## src/design/wave_pkg.sv

```systemverilog
package wave_pkg;

	typedef logic [7:0]  byte_t;
	typedef logic [3:0]  nibble_t;
	typedef logic [4:0]  reg_addr_t;
	typedef logic [10:0] freq_t;
	typedef logic [8:0]  len_t;      // 1..256 remaining ticks
	typedef logic [1:0]  vol_code_t;
	typedef logic [4:0]  wave_pos_t; // nibble index

	localparam reg_addr_t ADDR_NR30 = 5'd0;
	localparam reg_addr_t ADDR_NR31 = 5'd1;
	localparam reg_addr_t ADDR_NR32 = 5'd2;
	localparam reg_addr_t ADDR_NR33 = 5'd3;
	localparam reg_addr_t ADDR_NR34 = 5'd4;

	localparam len_t       LEN_MAX     = 9'd256;
	localparam logic [11:0] PERIOD_BASE = 12'd2048;

	typedef struct packed {
		logic      write;
		reg_addr_t addr;
		byte_t     wdata;
	} cpu_req_t;

	typedef struct packed {
		logic      dac_on;
		vol_code_t vol;
		freq_t     freq;
		logic      length_en;
	} ch3_cfg_t;

	typedef enum logic [1:0] {IDLE, PLAY, HALT} ctrl_state_t;

endpackage

```

## src/design/wave_regs.sv

```systemverilog
`timescale 1ns/100ps

module wave_regs (
	input  logic               clk,
	input  logic               reset,
	input  logic               req_valid,
	input  wave_pkg::cpu_req_t req,
	input  wave_pkg::byte_t    ram_rdata,
	output wave_pkg::byte_t    rdata,
	output logic               rsp_valid,
	output wave_pkg::ch3_cfg_t cfg,
	output logic               trigger,
	output logic               len_load,
	output wave_pkg::len_t     len_value,
	output logic               ram_we,
	output logic [3:0]         ram_addr,
	output wave_pkg::byte_t    ram_wdata
);

	logic            wr_en;
	logic            rd_en;
	logic            is_wave;
	wave_pkg::byte_t reg_rdata;

	assign wr_en   = req_valid && req.write;
	assign rd_en   = req_valid && !req.write;
	assign is_wave = req.addr[4]; // 16..31 is wave ram

	assign ram_we    = wr_en && is_wave;
	assign ram_addr  = req.addr[3:0];
	assign ram_wdata = req.wdata;

	// unused bits read back as ones
	always_comb begin
		case (req.addr)
			wave_pkg::ADDR_NR30: reg_rdata = {cfg.dac_on, 7'h7f};
			wave_pkg::ADDR_NR32: reg_rdata = {1'b1, cfg.vol, 5'h1f};
			wave_pkg::ADDR_NR34: reg_rdata = {1'b1, cfg.length_en, 6'h3f};
			default:             reg_rdata = 8'hff; // nr31, nr33, holes
		endcase
	end

	always_ff @(posedge clk) begin
		if (reset) begin
			cfg       <= '0;
			trigger   <= 1'b0;
			len_load  <= 1'b0;
			rsp_valid <= 1'b0;
		end else begin
			trigger   <= 1'b0;
			len_load  <= 1'b0;
			rsp_valid <= rd_en;
			if (wr_en) begin
				case (req.addr)
					wave_pkg::ADDR_NR30: cfg.dac_on <= req.wdata[7];
					wave_pkg::ADDR_NR31: len_load <= 1'b1;
					wave_pkg::ADDR_NR32: cfg.vol <= req.wdata[6:5];
					wave_pkg::ADDR_NR33: cfg.freq[7:0] <= req.wdata;
					wave_pkg::ADDR_NR34: begin
						cfg.freq[10:8] <= req.wdata[2:0];
						cfg.length_en  <= req.wdata[6];
						trigger        <= req.wdata[7];
					end
					default: ;
				endcase
			end
		end
	end

	always_ff @(posedge clk) begin
		if (rd_en)
			rdata <= is_wave ? ram_rdata : reg_rdata;
		len_value <= wave_pkg::LEN_MAX - {1'b0, req.wdata}; // only sampled with len_load
	end

endmodule

```

## src/design/wave_ctrl.sv

```systemverilog
`timescale 1ns/100ps

module wave_ctrl (
	input  logic                clk,
	input  logic                reset,
	input  wave_pkg::ch3_cfg_t  cfg,
	input  logic                trigger,
	input  logic                step,
	input  logic                expired,
	output logic                active,
	output logic                restart,
	output wave_pkg::wave_pos_t pos,
	output logic                load_sample
);

	wave_pkg::ctrl_state_t state;
	wave_pkg::ctrl_state_t state_next;

	// trigger only counts with the dac powered
	assign restart = trigger && cfg.dac_on;
	assign active  = (state == wave_pkg::PLAY);

	always_comb begin
		state_next = state;
		case (state)
			wave_pkg::IDLE: begin
				if (restart)
					state_next = wave_pkg::PLAY;
			end
			wave_pkg::PLAY: begin
				if (restart)
					state_next = wave_pkg::PLAY; // retrigger restarts in place
				else if (!cfg.dac_on || expired)
					state_next = wave_pkg::HALT;
			end
			wave_pkg::HALT: begin
				if (restart)
					state_next = wave_pkg::PLAY;
			end
			default: state_next = wave_pkg::IDLE;
		endcase
	end

	always_ff @(posedge clk) begin
		if (reset)
			state <= wave_pkg::IDLE;
		else
			state <= state_next;
	end

	// position advances one nibble per step, wraps 31 -> 0
	always_ff @(posedge clk) begin
		if (reset) begin
			pos <= '0;
		end else if (restart) begin
			pos <= '0;
		end else if (step && active) begin
			pos <= pos + 5'd1;
		end
	end

	// output stage picks up the nibble once pos has moved
	always_ff @(posedge clk) begin
		if (reset)
			load_sample <= 1'b0;
		else
			load_sample <= step && !restart;
	end

endmodule

```

## src/design/wave_freq_timer.sv

```systemverilog
`timescale 1ns/100ps

module wave_freq_timer (
	input  logic            clk,
	input  logic            reset,
	input  logic            restart,
	input  logic            run,
	input  wave_pkg::freq_t freq,
	output logic            step
);

	logic [11:0] period;
	logic [11:0] count;

	// 2048 - freq, never zero
	assign period = wave_pkg::PERIOD_BASE - {1'b0, freq};

	always_ff @(posedge clk) begin
		if (reset) begin
			count <= '0;
			step  <= 1'b0;
		end else if (restart) begin
			count <= period;
			step  <= 1'b0;
		end else if (run) begin
			if (count <= 12'd1) begin
				count <= period; // picks up freq written mid-play
				step  <= 1'b1;
			end else begin
				count <= count - 12'd1;
				step  <= 1'b0;
			end
		end else begin
			step <= 1'b0; // hold count
		end
	end

endmodule

```

## src/design/wave_length.sv

```systemverilog
`timescale 1ns/100ps

module wave_length (
	input  logic           clk,
	input  logic           reset,
	input  logic           len_load,
	input  wave_pkg::len_t len_value,
	input  logic           len_tick,
	input  logic           enable,
	input  logic           restart,
	output logic           expired
);

	wave_pkg::len_t count;

	assign expired = (count == '0);

	always_ff @(posedge clk) begin
		if (reset) begin
			count <= '0;
		end else if (len_load) begin
			count <= len_value;
		end else if (restart && expired) begin
			count <= wave_pkg::LEN_MAX; // trigger on a spent counter
		end else if (len_tick && enable && !expired) begin
			count <= count - 9'd1;
		end
	end

endmodule

```

## src/design/wave_ram.sv

```systemverilog
`timescale 1ns/100ps

module wave_ram (
	input  logic                clk,
	input  logic                ram_we,
	input  logic [3:0]          ram_addr,
	input  wave_pkg::byte_t     ram_wdata,
	input  logic                active,
	input  wave_pkg::wave_pos_t pos,
	output wave_pkg::byte_t     ram_rdata,
	output wave_pkg::nibble_t   nibble
);

	wave_pkg::byte_t mem [16];
	logic [3:0]      rd_addr;

	// while playing the cpu sees the byte under the play head
	assign rd_addr = active ? pos[4:1] : ram_addr;

	always_ff @(posedge clk) begin
		if (ram_we)
			mem[ram_addr] <= ram_wdata;
	end

	assign ram_rdata = mem[rd_addr];

	// high nibble first
	assign nibble = pos[0] ? ram_rdata[3:0] : ram_rdata[7:4];

endmodule

```

## src/design/wave_volume.sv

```systemverilog
`timescale 1ns/100ps

module wave_volume (
	input  logic                clk,
	input  logic                reset,
	input  logic                load_sample,
	input  logic                active,
	input  wave_pkg::vol_code_t vol,
	input  wave_pkg::nibble_t   nibble,
	input  logic                sample_ready,
	output logic                sample_valid,
	output wave_pkg::nibble_t   sample
);

	wave_pkg::nibble_t shifted;
	wave_pkg::nibble_t sample_q;

	always_comb begin
		case (vol)
			2'd1:    shifted = nibble;
			2'd2:    shifted = nibble >> 1;
			2'd3:    shifted = nibble >> 2;
			default: shifted = '0; // mute
		endcase
		if (!active)
			shifted = '0;
	end

	// a new step overwrites a waiting sample
	always_ff @(posedge clk) begin
		if (reset)
			sample_valid <= 1'b0;
		else if (load_sample)
			sample_valid <= 1'b1;
		else if (sample_ready)
			sample_valid <= 1'b0;
	end

	always_ff @(posedge clk) begin
		if (load_sample)
			sample_q <= shifted;
	end

	assign sample = active ? sample_q : '0; // silent when stopped

endmodule

```

## src/design/wave_channel.sv

```systemverilog
`timescale 1ns/100ps

module wave_channel (
	input  logic               clk,
	input  logic               reset,
	input  logic               req_valid,
	input  wave_pkg::cpu_req_t req,
	input  logic               len_tick,
	input  logic               sample_ready,
	output wave_pkg::byte_t    rdata,
	output logic               rsp_valid,
	output logic               sample_valid,
	output wave_pkg::nibble_t  sample,
	output logic               active
);

	wave_pkg::ch3_cfg_t  cfg;
	logic                trigger;
	logic                len_load;
	wave_pkg::len_t      len_value;
	logic                ram_we;
	logic [3:0]          ram_addr;
	wave_pkg::byte_t     ram_wdata;
	wave_pkg::byte_t     ram_rdata;
	logic                restart;
	wave_pkg::wave_pos_t pos;
	logic                load_sample;
	logic                step;
	logic                expired;
	wave_pkg::nibble_t   nibble;

	wave_regs u_regs (
		.clk, .reset, .req_valid, .req, .ram_rdata,
		.rdata, .rsp_valid, .cfg, .trigger, .len_load, .len_value,
		.ram_we, .ram_addr, .ram_wdata
	);

	wave_ctrl u_ctrl (
		.clk, .reset, .cfg, .trigger, .step, .expired,
		.active, .restart, .pos, .load_sample
	);

	wave_freq_timer u_timer (
		.clk, .reset, .restart,
		.run  (active),
		.freq (cfg.freq),
		.step
	);

	wave_length u_length (
		.clk, .reset, .len_load, .len_value, .len_tick,
		.enable (cfg.length_en),
		.restart, .expired
	);

	wave_ram u_ram (
		.clk, .ram_we, .ram_addr, .ram_wdata, .active, .pos,
		.ram_rdata, .nibble
	);

	wave_volume u_volume (
		.clk, .reset, .load_sample, .active,
		.vol (cfg.vol),
		.nibble, .sample_ready, .sample_valid, .sample
	);

endmodule

```

## config.mk

```make
export PLATFORM = sky130hd
export DESIGN_NAME = wave_channel
export DESIGN_NICKNAME = d
export VERILOG_FILES = /design/src/design/wave_pkg.sv /design/src/design/wave_regs.sv /design/src/design/wave_ctrl.sv /design/src/design/wave_freq_timer.sv /design/src/design/wave_length.sv /design/src/design/wave_ram.sv /design/src/design/wave_volume.sv /design/src/design/wave_channel.sv
export SDC_FILE = /design/constraint.sdc
export NUM_CORES = 1
export LEC_CHECK = 0
export BUFFER_PORTS_ARGS = -buffer_cell sky130_fd_sc_hd__buf_2
export CAP_MARGIN = 40
export CORE_UTILIZATION = 25
export DETAILED_ROUTE_END_ITERATION = 7
export SLEW_MARGIN = 20
export SYNTH_ARGS = -nofsm -noshare
export SYNTH_HDL_FRONTEND = slang
export SYNTH_SLANG_ARGS = --single-unit
```

## constraint.sdc

```tcl
create_clock -name clk -period 3.1 [get_ports clk]
set_input_delay 0 -clock clk [delete_from_list [all_inputs] [get_ports clk]]
set_output_delay 0 -clock clk [all_outputs]
set_load 0.01 [all_outputs]
```

==> results of run 1 <==
==> logic make-up after synthesis <==
logic type / count (synthesis) / synth area share [%]
simple gates: 222 / 12.0
flops: 198 / 59.6
compound gates: 197 / 16.4
buf+inv: 82 / 4.06
mux: 45 / 5.24
xor+xnor: 20 / 1.95
fa+ha+maj: 6 / 0.834
==> worst max-delay path by stage <==
stage                                          to  slack [ns]  cells past startpoint
2_1_floorplan      u_length.count[4]$_SDFFE_PP0P_        0.47                     11
3_3_place_gp   u_volume.sample_q[0]$_SDFFCE_PN0P_       -0.05                     11
3_5_place_dp   u_volume.sample_q[0]$_SDFFCE_PN0P_      -0.001                     11
4_1_cts        u_volume.sample_q[1]$_SDFFCE_PN0P_       0.006                      8
5_1_grt        u_volume.sample_q[2]$_SDFFCE_PN0P_        0.04                      7
6_report       u_volume.sample_q[1]$_SDFFCE_PN0P_        0.14                      9
==> what timing repair did <==
action / 4_1_cts / 5_1_grt
endpoints found under the hold margin: 11 / 0
hold buffers: 6 / 0
setup endpoints to repair: 1 / 5
resized for setup: 1 / 6
pin swaps: 0 / 1
==> layout by cell type (no fill, tap or decap), types with 19 or more instances in the layout <==
| master | instances |
|---|---|
| edfxtp_1 | 140 |
| nor2_1 | 72 |
| dfxtp_1 | 58 |
| nand2_1 | 55 |
| mux2i_1 | 38 |
| buf_4 | 37 |
| inv_1 | 35 |
| a21oi_1 | 34 |
| buf_2 | 33 |
| o211a_1 | 26 |
| nor3_1 | 23 |
| o211ai_1 | 22 |
| o21ai_0 | 19 |
==> critical path, stage by stage (launching register included) <==
cell and delay [ns]:
dfxtp_1 0.32, buf_4 0.15, nand3b_1 0.27, buf_4 0.36, o211a_1 0.25, a2111oi_0 0.07, a2111oi_0 0.68, o221ai_1 0.28
a211o_1 0.34, o211ai_1 0.08
==> area by class of cell <==
| class | instances | share of cell area (%) |
|---|---|---|
| multi-input combinational | 490 | 31.5 |
| clock buffer | 17 | 4.04 |
| tap | 461 | 5.48 |
| clock inverter | 15 | 1.70 |
| timing repair buffer | 78 | 5.09 |
| sequential | 198 | 51.0 |
| inverter | 36 | 1.28 |
==> stage by stage <==
stage | setup slack, ns | instance area, um2 | TNS [ns]
after global routing | 0.0439 | 10500 | 0
after global placement | -0.0494 | 9790 | -0.0494
after CTS | 0.00593 | 10500 | 0
after floorplan | 0.469 | 9000 | 0
final | 0.143 | 10500 | 0
after detailed placement | -0.000955 | 9800 | -0.000955
==> layer usage <==
metal	up-vias	wire length (um)	part of all wire, %	GRT usage (%)
met5	-	0	0	0
met4	0	642	2.6	5.34
met3	39	1570	6.3	3.64
met2	188	11800	47	22.7
met1	3241	10900	44	17.6
li1	3053	-	-	-
==> sequential cells by signal, indices dropped and copies added, names as in the netlist, 2 cells and up <==
register / count
u_regs.rdata: 8
u_volume.sample_q: 4
u_ctrl.pos: 5
u_length.count: 9
u_regs.len_value: 9
u_ctrl.state: 2
u_regs.cfg: 15
u_timer.count: 12
u_ram.mem: 128
==> power by group through the flow <==
stage               Clock (uW)  Sequential [uW]  Combinational [uW]
floorplan                    0             2920                 169
global placement             0             2930                 320
detailed placement           0             2920                 323
CTS                       2290             2860                 330
global route              2390             2870                 361
finish                    2250             2860                 335
==> run metrics, run 1 <==
Post-CTS Setup Repair Bufs=0; HP Class=input port to flip-flop; Hold Crit Start=req[0]; Die ar.=36800 um2; min cycle time layout=2.96 ns; Mapped Avg Cell Area=11.7 um2; num ports=34; #FFs+latches synth=198; FF+latch area=5370 um2; fin. max-slew vios=0; Detail Route Antenna Nets=0; Critical Path Start Type=flip-flop; fin nets=846; asr flop ratio synth=0%; clock skew=0.00891 ns; Cells on Worst Hold Path=1; cell taking the most area after synthesis=edfxtp_1; FP Rows=69; pwr/cell area=517 nW/um2; Vias=6521; Final Core Density=29.7%; Reg-to-Reg Start=u_ctrl.state[0]$_SDFFE_PP0P_; post-DP HPWL=17.3 mm; Die W=192 um; First-pass DRT Iterations=5; final hold violation count=0; average via count per standard cell=5.04; reg-to-reg endpoint=u_volume.sample_q[1]$_SDFFCE_PN0P_; Ys Warns=0; first-pass GRT wire length=37.6 mm; Worst-Margin Slew=0.808 ns; Arr. time, crit path=3.24 ns; layout cell share with drive strength beyond 1=15.5%; Synth top area share=46.7%; Max-cap violations=0; RSZ-0062 raised after global routing=false; leak pwr=0.00379 uW; GPL Wtd Cong=0.959; diode count=0; Fmax=0.338 GHz; Critical path origin=u_ctrl.state[0]$_SDFFE_PP0P_; Sw Pwr=1330 uW; Multi-input gate area=3310 um2; Hold Path End=u_regs.len_value[0]$_DFF_P_; CTS buffer count=17; H-tree lvl count=4; Setup CP Type=flip-flop to flip-flop; Initial Util=25.4%; flop2flop setup slack=0.14 ns; CTS sink cnt=198; Post-synth top flop=edfxtp_1; WL final=24.9 mm; Pint=4120 uW; synth unique cells=69; cell count after placement=1252; combinational share of power=6.2%; Root Buffer=clkbuf_16; Max-slew headroom=46.1%; Worst-Skew Late Latency=0.44 ns; clock network fraction of design power=41.3%; cell area after synthesis=9000 um2; Syn Nets=795; final setup vio count=0; ranking of synthesized cells by area=edfxtp_1, dfxtp_1, mux2i_1, nor2_1, o211a_1; DR DRC count=0; grt ovf=0; CTS tree=yes; Reg power frac=52.6%; non-filler cells, final=1295; clk slew on worst S/H paths=0.07 ns; initial antenna violation count=0; Worst R2R Path Depth=9; Buffers on Ports=33; synth cell count leaders=edfxtp_1, nor2_1, dfxtp_1, nand2_1, mux2i_1; First DRT Iteration DRCs=588; WP data required=3.39 ns; post-synthesis sequential area ratio=59.6%; clock buffer depth=2; period utilization=95.4%; largest net degree at the start of global routing=43; Worst setup EP type=flip-flop; Syn Inst Count=770; WL/cell=19.2 um; most numerous cell in the Yosys netlist=edfxtp_1; maximum vdd drop=0.287 mV; GRT Total Usage=14.0%; synthesis-to-finish area growth=16.9%; switching fraction of total power=24.3%; fillers=3570; EDFF count, synth=140; crit path max fanout=28; Fin Hold WS=0.0212 ns; Core Box Area=35500 um2; number of global-route vias before repair=6294; die height=192 um; status=finished clean; Power Total=5450 uW
No activity file was read; power rests on OpenSTA's default activity.
==> run 2, diff against run 1 <==
Settings changed: CELL_PAD_IN_SITES_DETAIL_PLACEMENT set to 1, CELL_PAD_IN_SITES_GLOBAL_PLACEMENT set to 1, PLACE_DENSITY_LB_ADDON set to 0.1.
==> run 2 against run 1 <==
Against the previous run: global-route usage rose by 3.3 points; non-clock buffer count up 6; register-to-register slack about the same; critical path depth fell by 1; utilization increased by 0.24 points; fmax shrank 0.37%; cell area rose by 0.81%; largest cell class unchanged; largest power group unchanged; highest routed layer unchanged.
==> run metrics, run 2 (synthesized netlist as in run 1, its figures left out) <==
status=finished clean; crit path max fanout=18 (-36%); most flop-heavy register=u_ram.mem; First DRT Iteration DRCs=381 (-35%); Setup WS post-layout=0.132 ns (-0.0108 ns); CTS tree=yes; pwr/cell area=515 nW/um2 (-0.42%); maximum vdd drop=0.411 mV (+43%); average via count per standard cell=5.05 (+0.35%); Critical Path Start Type=flip-flop; reg-to-reg endpoint=u_volume.sample_q[2]$_SDFFCE_PN0P_; H-tree lvl count=4 (unchanged); GRT Total Usage=17.3% (+3.3 points); initial antenna violation count=0 (unchanged); Cells on Worst Hold Path=4 (+3); RSZ-0062 raised after global routing=true; Buffers on Ports=33 (unchanged); synthesis-to-finish area growth=17.9%; clock skew=0.0125 ns (+0.00357 ns); CTS sink cnt=198 (unchanged); fillers=3881 (+8.7%); num ports=34 (unchanged); flop2flop setup slack=0.13 ns (about the same); Reg-to-Reg Start=u_ctrl.state[1]$_SDFFE_PP0P_; Arr. time, crit path=3.17 ns (-0.07 ns); die height=192 um (unchanged); Vias=6574 (+0.81%); Setup CP Type=flip-flop to flip-flop; FP Rows=69 (unchanged); Hold Path End=u_length.count[8]$_SDFFE_PP0P_; clk slew on worst S/H paths=0.07 ns (about the same); diode count=0 (unchanged); pre-CTS setup slack=0.0870 ns (+0.0880 ns); fin. max-slew vios=0 (unchanged); CTS buffer count=17 (unchanged); WL final=30.6 mm (+23%); most frequent cells in the layout=edfxtp_1, nor2_1, dfxtp_1, nand2_1, mux2i_1; period utilization=95.7% (+0.35 points); Max-slew headroom=44.7% (-1.4 points); WP data required=3.30 ns (-0.09 ns); First-pass DRT Iterations=5 (unchanged); Worst-Skew Late Latency=0.45 ns (about the same); HP Class=input port to flip-flop; largest registers=u_ram.mem x128, u_regs.cfg x15, u_timer.count x12; layout cell share with drive strength beyond 1=16.1% (+0.60 points); setup tns final=0 ns (unchanged); Worst-Margin Slew=0.826 ns (+0.0178 ns); Hold Crit Start=len_tick; Max-cap violations=0 (unchanged); commonest non-fill, non-tap cell in the layout=edfxtp_1; final setup vio count=0 (unchanged); Initial Util=25.4% (unchanged); Core Box Area=35500 um2 (unchanged); post-DP HPWL=21.6 mm (+25%); largest net degree at the start of global routing=49 (+14%); Detail Route Antenna Nets=0 (unchanged); min cycle time layout=2.97 ns (+0.0108 ns); clock buffer depth=2 (unchanged); Final Core Density=29.9% (+0.24 points); Die W=192 um (unchanged); leak pwr=0.00383 uW (+0.89%); GPL Wtd Cong=0.855 (-11%); Fmax=0.337 GHz (-0.37%); Die ar.=36800 um2 (unchanged); WL/cell=23.5 um (+22%); Worst setup EP type=flip-flop; DR DRC count=0 (unchanged); first-pass GRT wire length=45.6 mm (+21%); Worst R2R Path Depth=8 (-1); Root Buffer=clkbuf_16; fin nets=852 (+0.71%); max FFs per register=128 (unchanged); grt ovf=0 (unchanged); number of global-route vias before repair=6773 (+7.6%); final hold violation count=0 (unchanged)
[run 2: worst max-delay path, stage by stage (launching register included)]
cell	delay, ns
dfxtp_1	0.43
nand2b_1	0.17
buf_4	0.30
mux2_2	0.51
a2111oi_0	0.49
nor4_1	0.17
a22oi_2	0.30
a21oi_1	0.12
a22o_1	0.21
[run 2: per-stage QoR]
stage	std cells	total power [uW]	hold WS [ns]	cell area, um2
2_1_floorplan	770	3090	0.0277	9000
3_3_place_gp	1248	3280	0.297	9810
3_5_place_dp	1257	3290	0.306	9890
4_1_cts	1296	5550	0.0120	10500
5_1_grt	1301	5670	0.0340	10600
6_report	1301	5470	0.0479	10600
[run 2: worst max path at each step]
stage / startpoint / to / depth (start not counted)
finish: u_ctrl.state[1]$_SDFFE_PP0P_ / u_volume.sample_q[2]$_SDFFCE_PN0P_ / 8
global route: u_ctrl.state[1]$_SDFFE_PP0P_ / u_volume.sample_q[2]$_SDFFCE_PN0P_ / 9
CTS: u_ctrl.state[0]$_SDFFE_PP0P_ / u_volume.sample_q[0]$_SDFFCE_PN0P_ / 10
detailed placement: u_ctrl.state[1]$_SDFFE_PP0P_ / u_volume.sample_q[2]$_SDFFCE_PN0P_ / 8
global placement: u_ctrl.state[0]$_SDFFE_PP0P_ / u_volume.sample_q[0]$_SDFFCE_PN0P_ / 10
floorplan: u_length.count[0]$_SDFFE_PP0P_ / u_length.count[4]$_SDFFE_PP0P_ / 11
[run 2: timing repair]
item | CTS | global route
hold buffers | 7 | 0
hold endpoints to repair | 17 | 0
resized for setup | 0 | 7
endpoints found under the setup margin | 0 | 8
setup buffers | 0 | 2
[run 2: area by class of cell]
type / count / area, um2 / share of cell area, %
inverter: 36 / 135 / 1.27
clock buffer: 17 / 425 / 4.01
tap: 461 / 577 / 5.43
multi-input combinational: 490 / 3320 / 31.3
clock inverter: 15 / 158 / 1.49
timing repair buffer: 84 / 636 / 5.99
sequential: 198 / 5370 / 50.5
[run 2: routing by layer]
metal | vias up | GRT usage, % | routed length [um]
met5 | - | 0 | 0
met2 | 105 | 29.1 | 14900
li1 | 3057 | - | -
met1 | 3385 | 22.8 | 14500
met4 | 0 | 5.49 | 569
met3 | 27 | 2.19 | 623
[run 2: report_power, final]
| group | switching, uW | internal [uW] | leakage (uW) |
|---|---|---|---|
| logic | 249 | 117 | 0.00181 |
| clock network | 1090 | 1150 | 0.000285 |
| registers | 10.6 | 2850 | 0.00174 |
| total | 1350 | 4120 | 0.00383 |
==> run 3, diff against run 2 <==
Settings changed: PLACE_DENSITY set to 0.54, PLACE_DENSITY_LB_ADDON 0.1 to not set.
==> run 3 against run 2 <==
Against the previous run: critical path depth stayed put; setup slack better by 0.024 ns; register-to-register slack better by 0.02 ns; power is 1.1% lower; fmax is 0.81% higher; sequential share of layout area is 0.52 points higher.
==> run metrics, run 3 (synthesized netlist as in run 1, its figures left out) <==
first-pass GRT wire length=42.3 mm (-7.3%); setup tns final=0 ns (unchanged); initial antenna violation count=0 (unchanged); clock skew=0.00983 ns (-0.00265 ns); Setup CP Type=flip-flop to flip-flop; Worst setup EP type=flip-flop; RSZ-0062 raised after global routing=false; leak pwr=0.00382 uW (-0.25%); largest registers=u_ram.mem x128, u_regs.cfg x15, u_timer.count x12; GRT Total Usage=15.7% (-1.5 points); Post-CTS Setup Repair Bufs=0 (unchanged); Initial Util=25.4% (unchanged); H-tree lvl count=4 (unchanged); Vias=6540 (-0.52%); GPL Wtd Cong=0.828 (-3.2%); Max-slew headroom=47.2% (+2.5 points); Root Buffer=clkbuf_16; Design Area, Final=10500 um2 (-1.0%); num ports=34 (unchanged); Worst-Skew Late Latency=0.45 ns (about the same); CTS sink cnt=198 (unchanged); Detail Route Antenna Nets=0 (unchanged); final setup vio count=0 (unchanged); final hold violation count=0 (unchanged); commonest non-fill, non-tap cell in the layout=edfxtp_1; Die ar.=36800 um2 (unchanged); met2 Track Usage GR=25.6% (-3.5 points); fin. max-slew vios=0 (unchanged); status=finished clean; WL final=27.8 mm (-9.2%); synthesis-to-finish area growth=16.7%; most frequent cells in the layout=edfxtp_1, nor2_1, dfxtp_1, nand2_1, mux2i_1; fin nets=848 (-0.47%); WL/cell=21.4 um (-8.9%); Critical Path Start Type=flip-flop; CP max-delay cell=a2111oi_0; Die W=192 um (unchanged); pwr/cell area=515 nW/um2 (-0.11%); clk slew on worst S/H paths=0.07 ns (about the same); HP Class=input port to flip-flop; min cycle time layout=2.94 ns (-0.0240 ns); Fmax=0.340 GHz (+0.81%); crit path max fanout=21 (+3); CTS buffer count=17 (unchanged); First DRT Iteration DRCs=411 (+7.9%); number of global-route vias before repair=6747 (-0.38%); FP Rows=69 (unchanged); First-pass DRT Iterations=4 (-1); met3 Usage GRT=2.65% (+0.46 points); average via count per standard cell=5.04 (-0.21%); Fin Hold WS=0.0287 ns (-0.0192 ns); most flop-heavy register=u_ram.mem; Buffers on Ports=33 (unchanged); critical path buffer and inverter count=1 (unchanged); clock buffer depth=2 (unchanged); fillers=3877 (-0.10%); period utilization=95.0% (-0.77 points); gr busiest metal=met2; WP data required=3.30 ns (about the same); CTS tree=yes; Max-cap violations=0 (unchanged); Worst-Margin Slew=0.790 ns (-0.0367 ns); maximum vdd drop=0.419 mV (+1.9%); die height=192 um (unchanged); delay-heaviest family, CP=compound AO/OA/AOI/OAI gates; Core Box Area=35500 um2 (unchanged); grt ovf=0 (unchanged); largest net degree at the start of global routing=49 (unchanged); cell chain of the critical path=nand2b_1 > buf_4 > mux2_4 > a2111oi_0 > nor4_1 > o221ai_1 > nand2_1 > a22o_1; GR Util met1=20.8% (-2.0 points); Power Total=5410 uW (-1.1%); post-DP HPWL=19.1 mm (-12%); layout cell share with drive strength beyond 1=15.2% (-0.88 points); delay of the slowest critical-path stage=0.62 ns (+0.11 ns); diode count=0 (unchanged); placement-stage cell area=9840 um2 (-0.53%); Arr. time, crit path=3.14 ns (-0.03 ns); DR DRC count=0 (unchanged); max FFs per register=128 (unchanged)
-- run 3: changes by cell type in the layout (fill, tap and decap cells not counted), sizes merged --
cell	previous run	this run
clkinvlp	2	1
clkinv	4	6
buf	77	73
dlymetal6s2s	0	1
dlygate4sd3	7	6
inv	44	43
-- run 3: cell type report --
| class | count | area, um2 | share of cell area (%) |
|---|---|---|---|
| multi-input cells | 490 | 3300 | 31.4 |
| repair buffers | 80 | 563 | 5.36 |
| inverters | 36 | 135 | 1.29 |
| clock buffers | 17 | 425 | 4.05 |
| clock inverters | 15 | 143 | 1.36 |
| well taps | 461 | 577 | 5.49 |
| flip-flops and latches | 198 | 5370 | 51.1 |
-- run 3: path summary, 6_finish.rpt --
check,start,endpoint,slack [ns],cells after the start
setup / recovery,u_ctrl.state[1]$_SDFFE_PP0P_,u_volume.sample_q[2]$_SDFFCE_PN0P_,0.16,8
hold / removal,req_valid,u_regs.rdata[0]$_SDFFCE_PN1P_,0.03,2
setup reg to reg,u_ctrl.state[1]$_SDFFE_PP0P_,u_volume.sample_q[2]$_SDFFCE_PN0P_,0.16,8
hold reg to reg,u_timer.step$_SDFF_PP0_,u_ctrl.load_sample$_SDFF_PP0_,0.45,2
-- run 3: timing repair --
action / in CTS / in global routing
setup endpoints to repair: 0 / 3
hold buffers: 6 / 0
gates resized for setup: 0 / 3
hold endpoints to repair: 10 / 0
-- run 3: where the power goes --
part / internal, uW / total [uW] / switching [uW] / leakage [uW]
Sequential: 2850 / 2860 / 11.0 / 0.00174
Combinational: 107 / 339 / 232 / 0.00180
Clock: 1130 / 2200 / 1070 / 0.000282
Total: 4090 / 5410 / 1320 / 0.00382
-- run 3: metal layers --
metal  vias up  share of wire (%)
met1      3295                 45
li1       3054                  -
met4         0                2.2
met5         -                  0
met3        43                4.4
met2       148                 48
-- run 3: stage by stage --
| stage | instances | util, % | setup WS (ns) |
|---|---|---|---|
| floorplan | 770 | - | 0.469 |
| global placement | 1253 | 27.7 | 0.151 |
| detailed placement | 1256 | 27.7 | 0.0429 |
| CTS | 1294 | 29.5 | 0.0267 |
| global route | 1297 | 29.6 | 0.0100 |
| finish | 1297 | 29.6 | 0.156 |
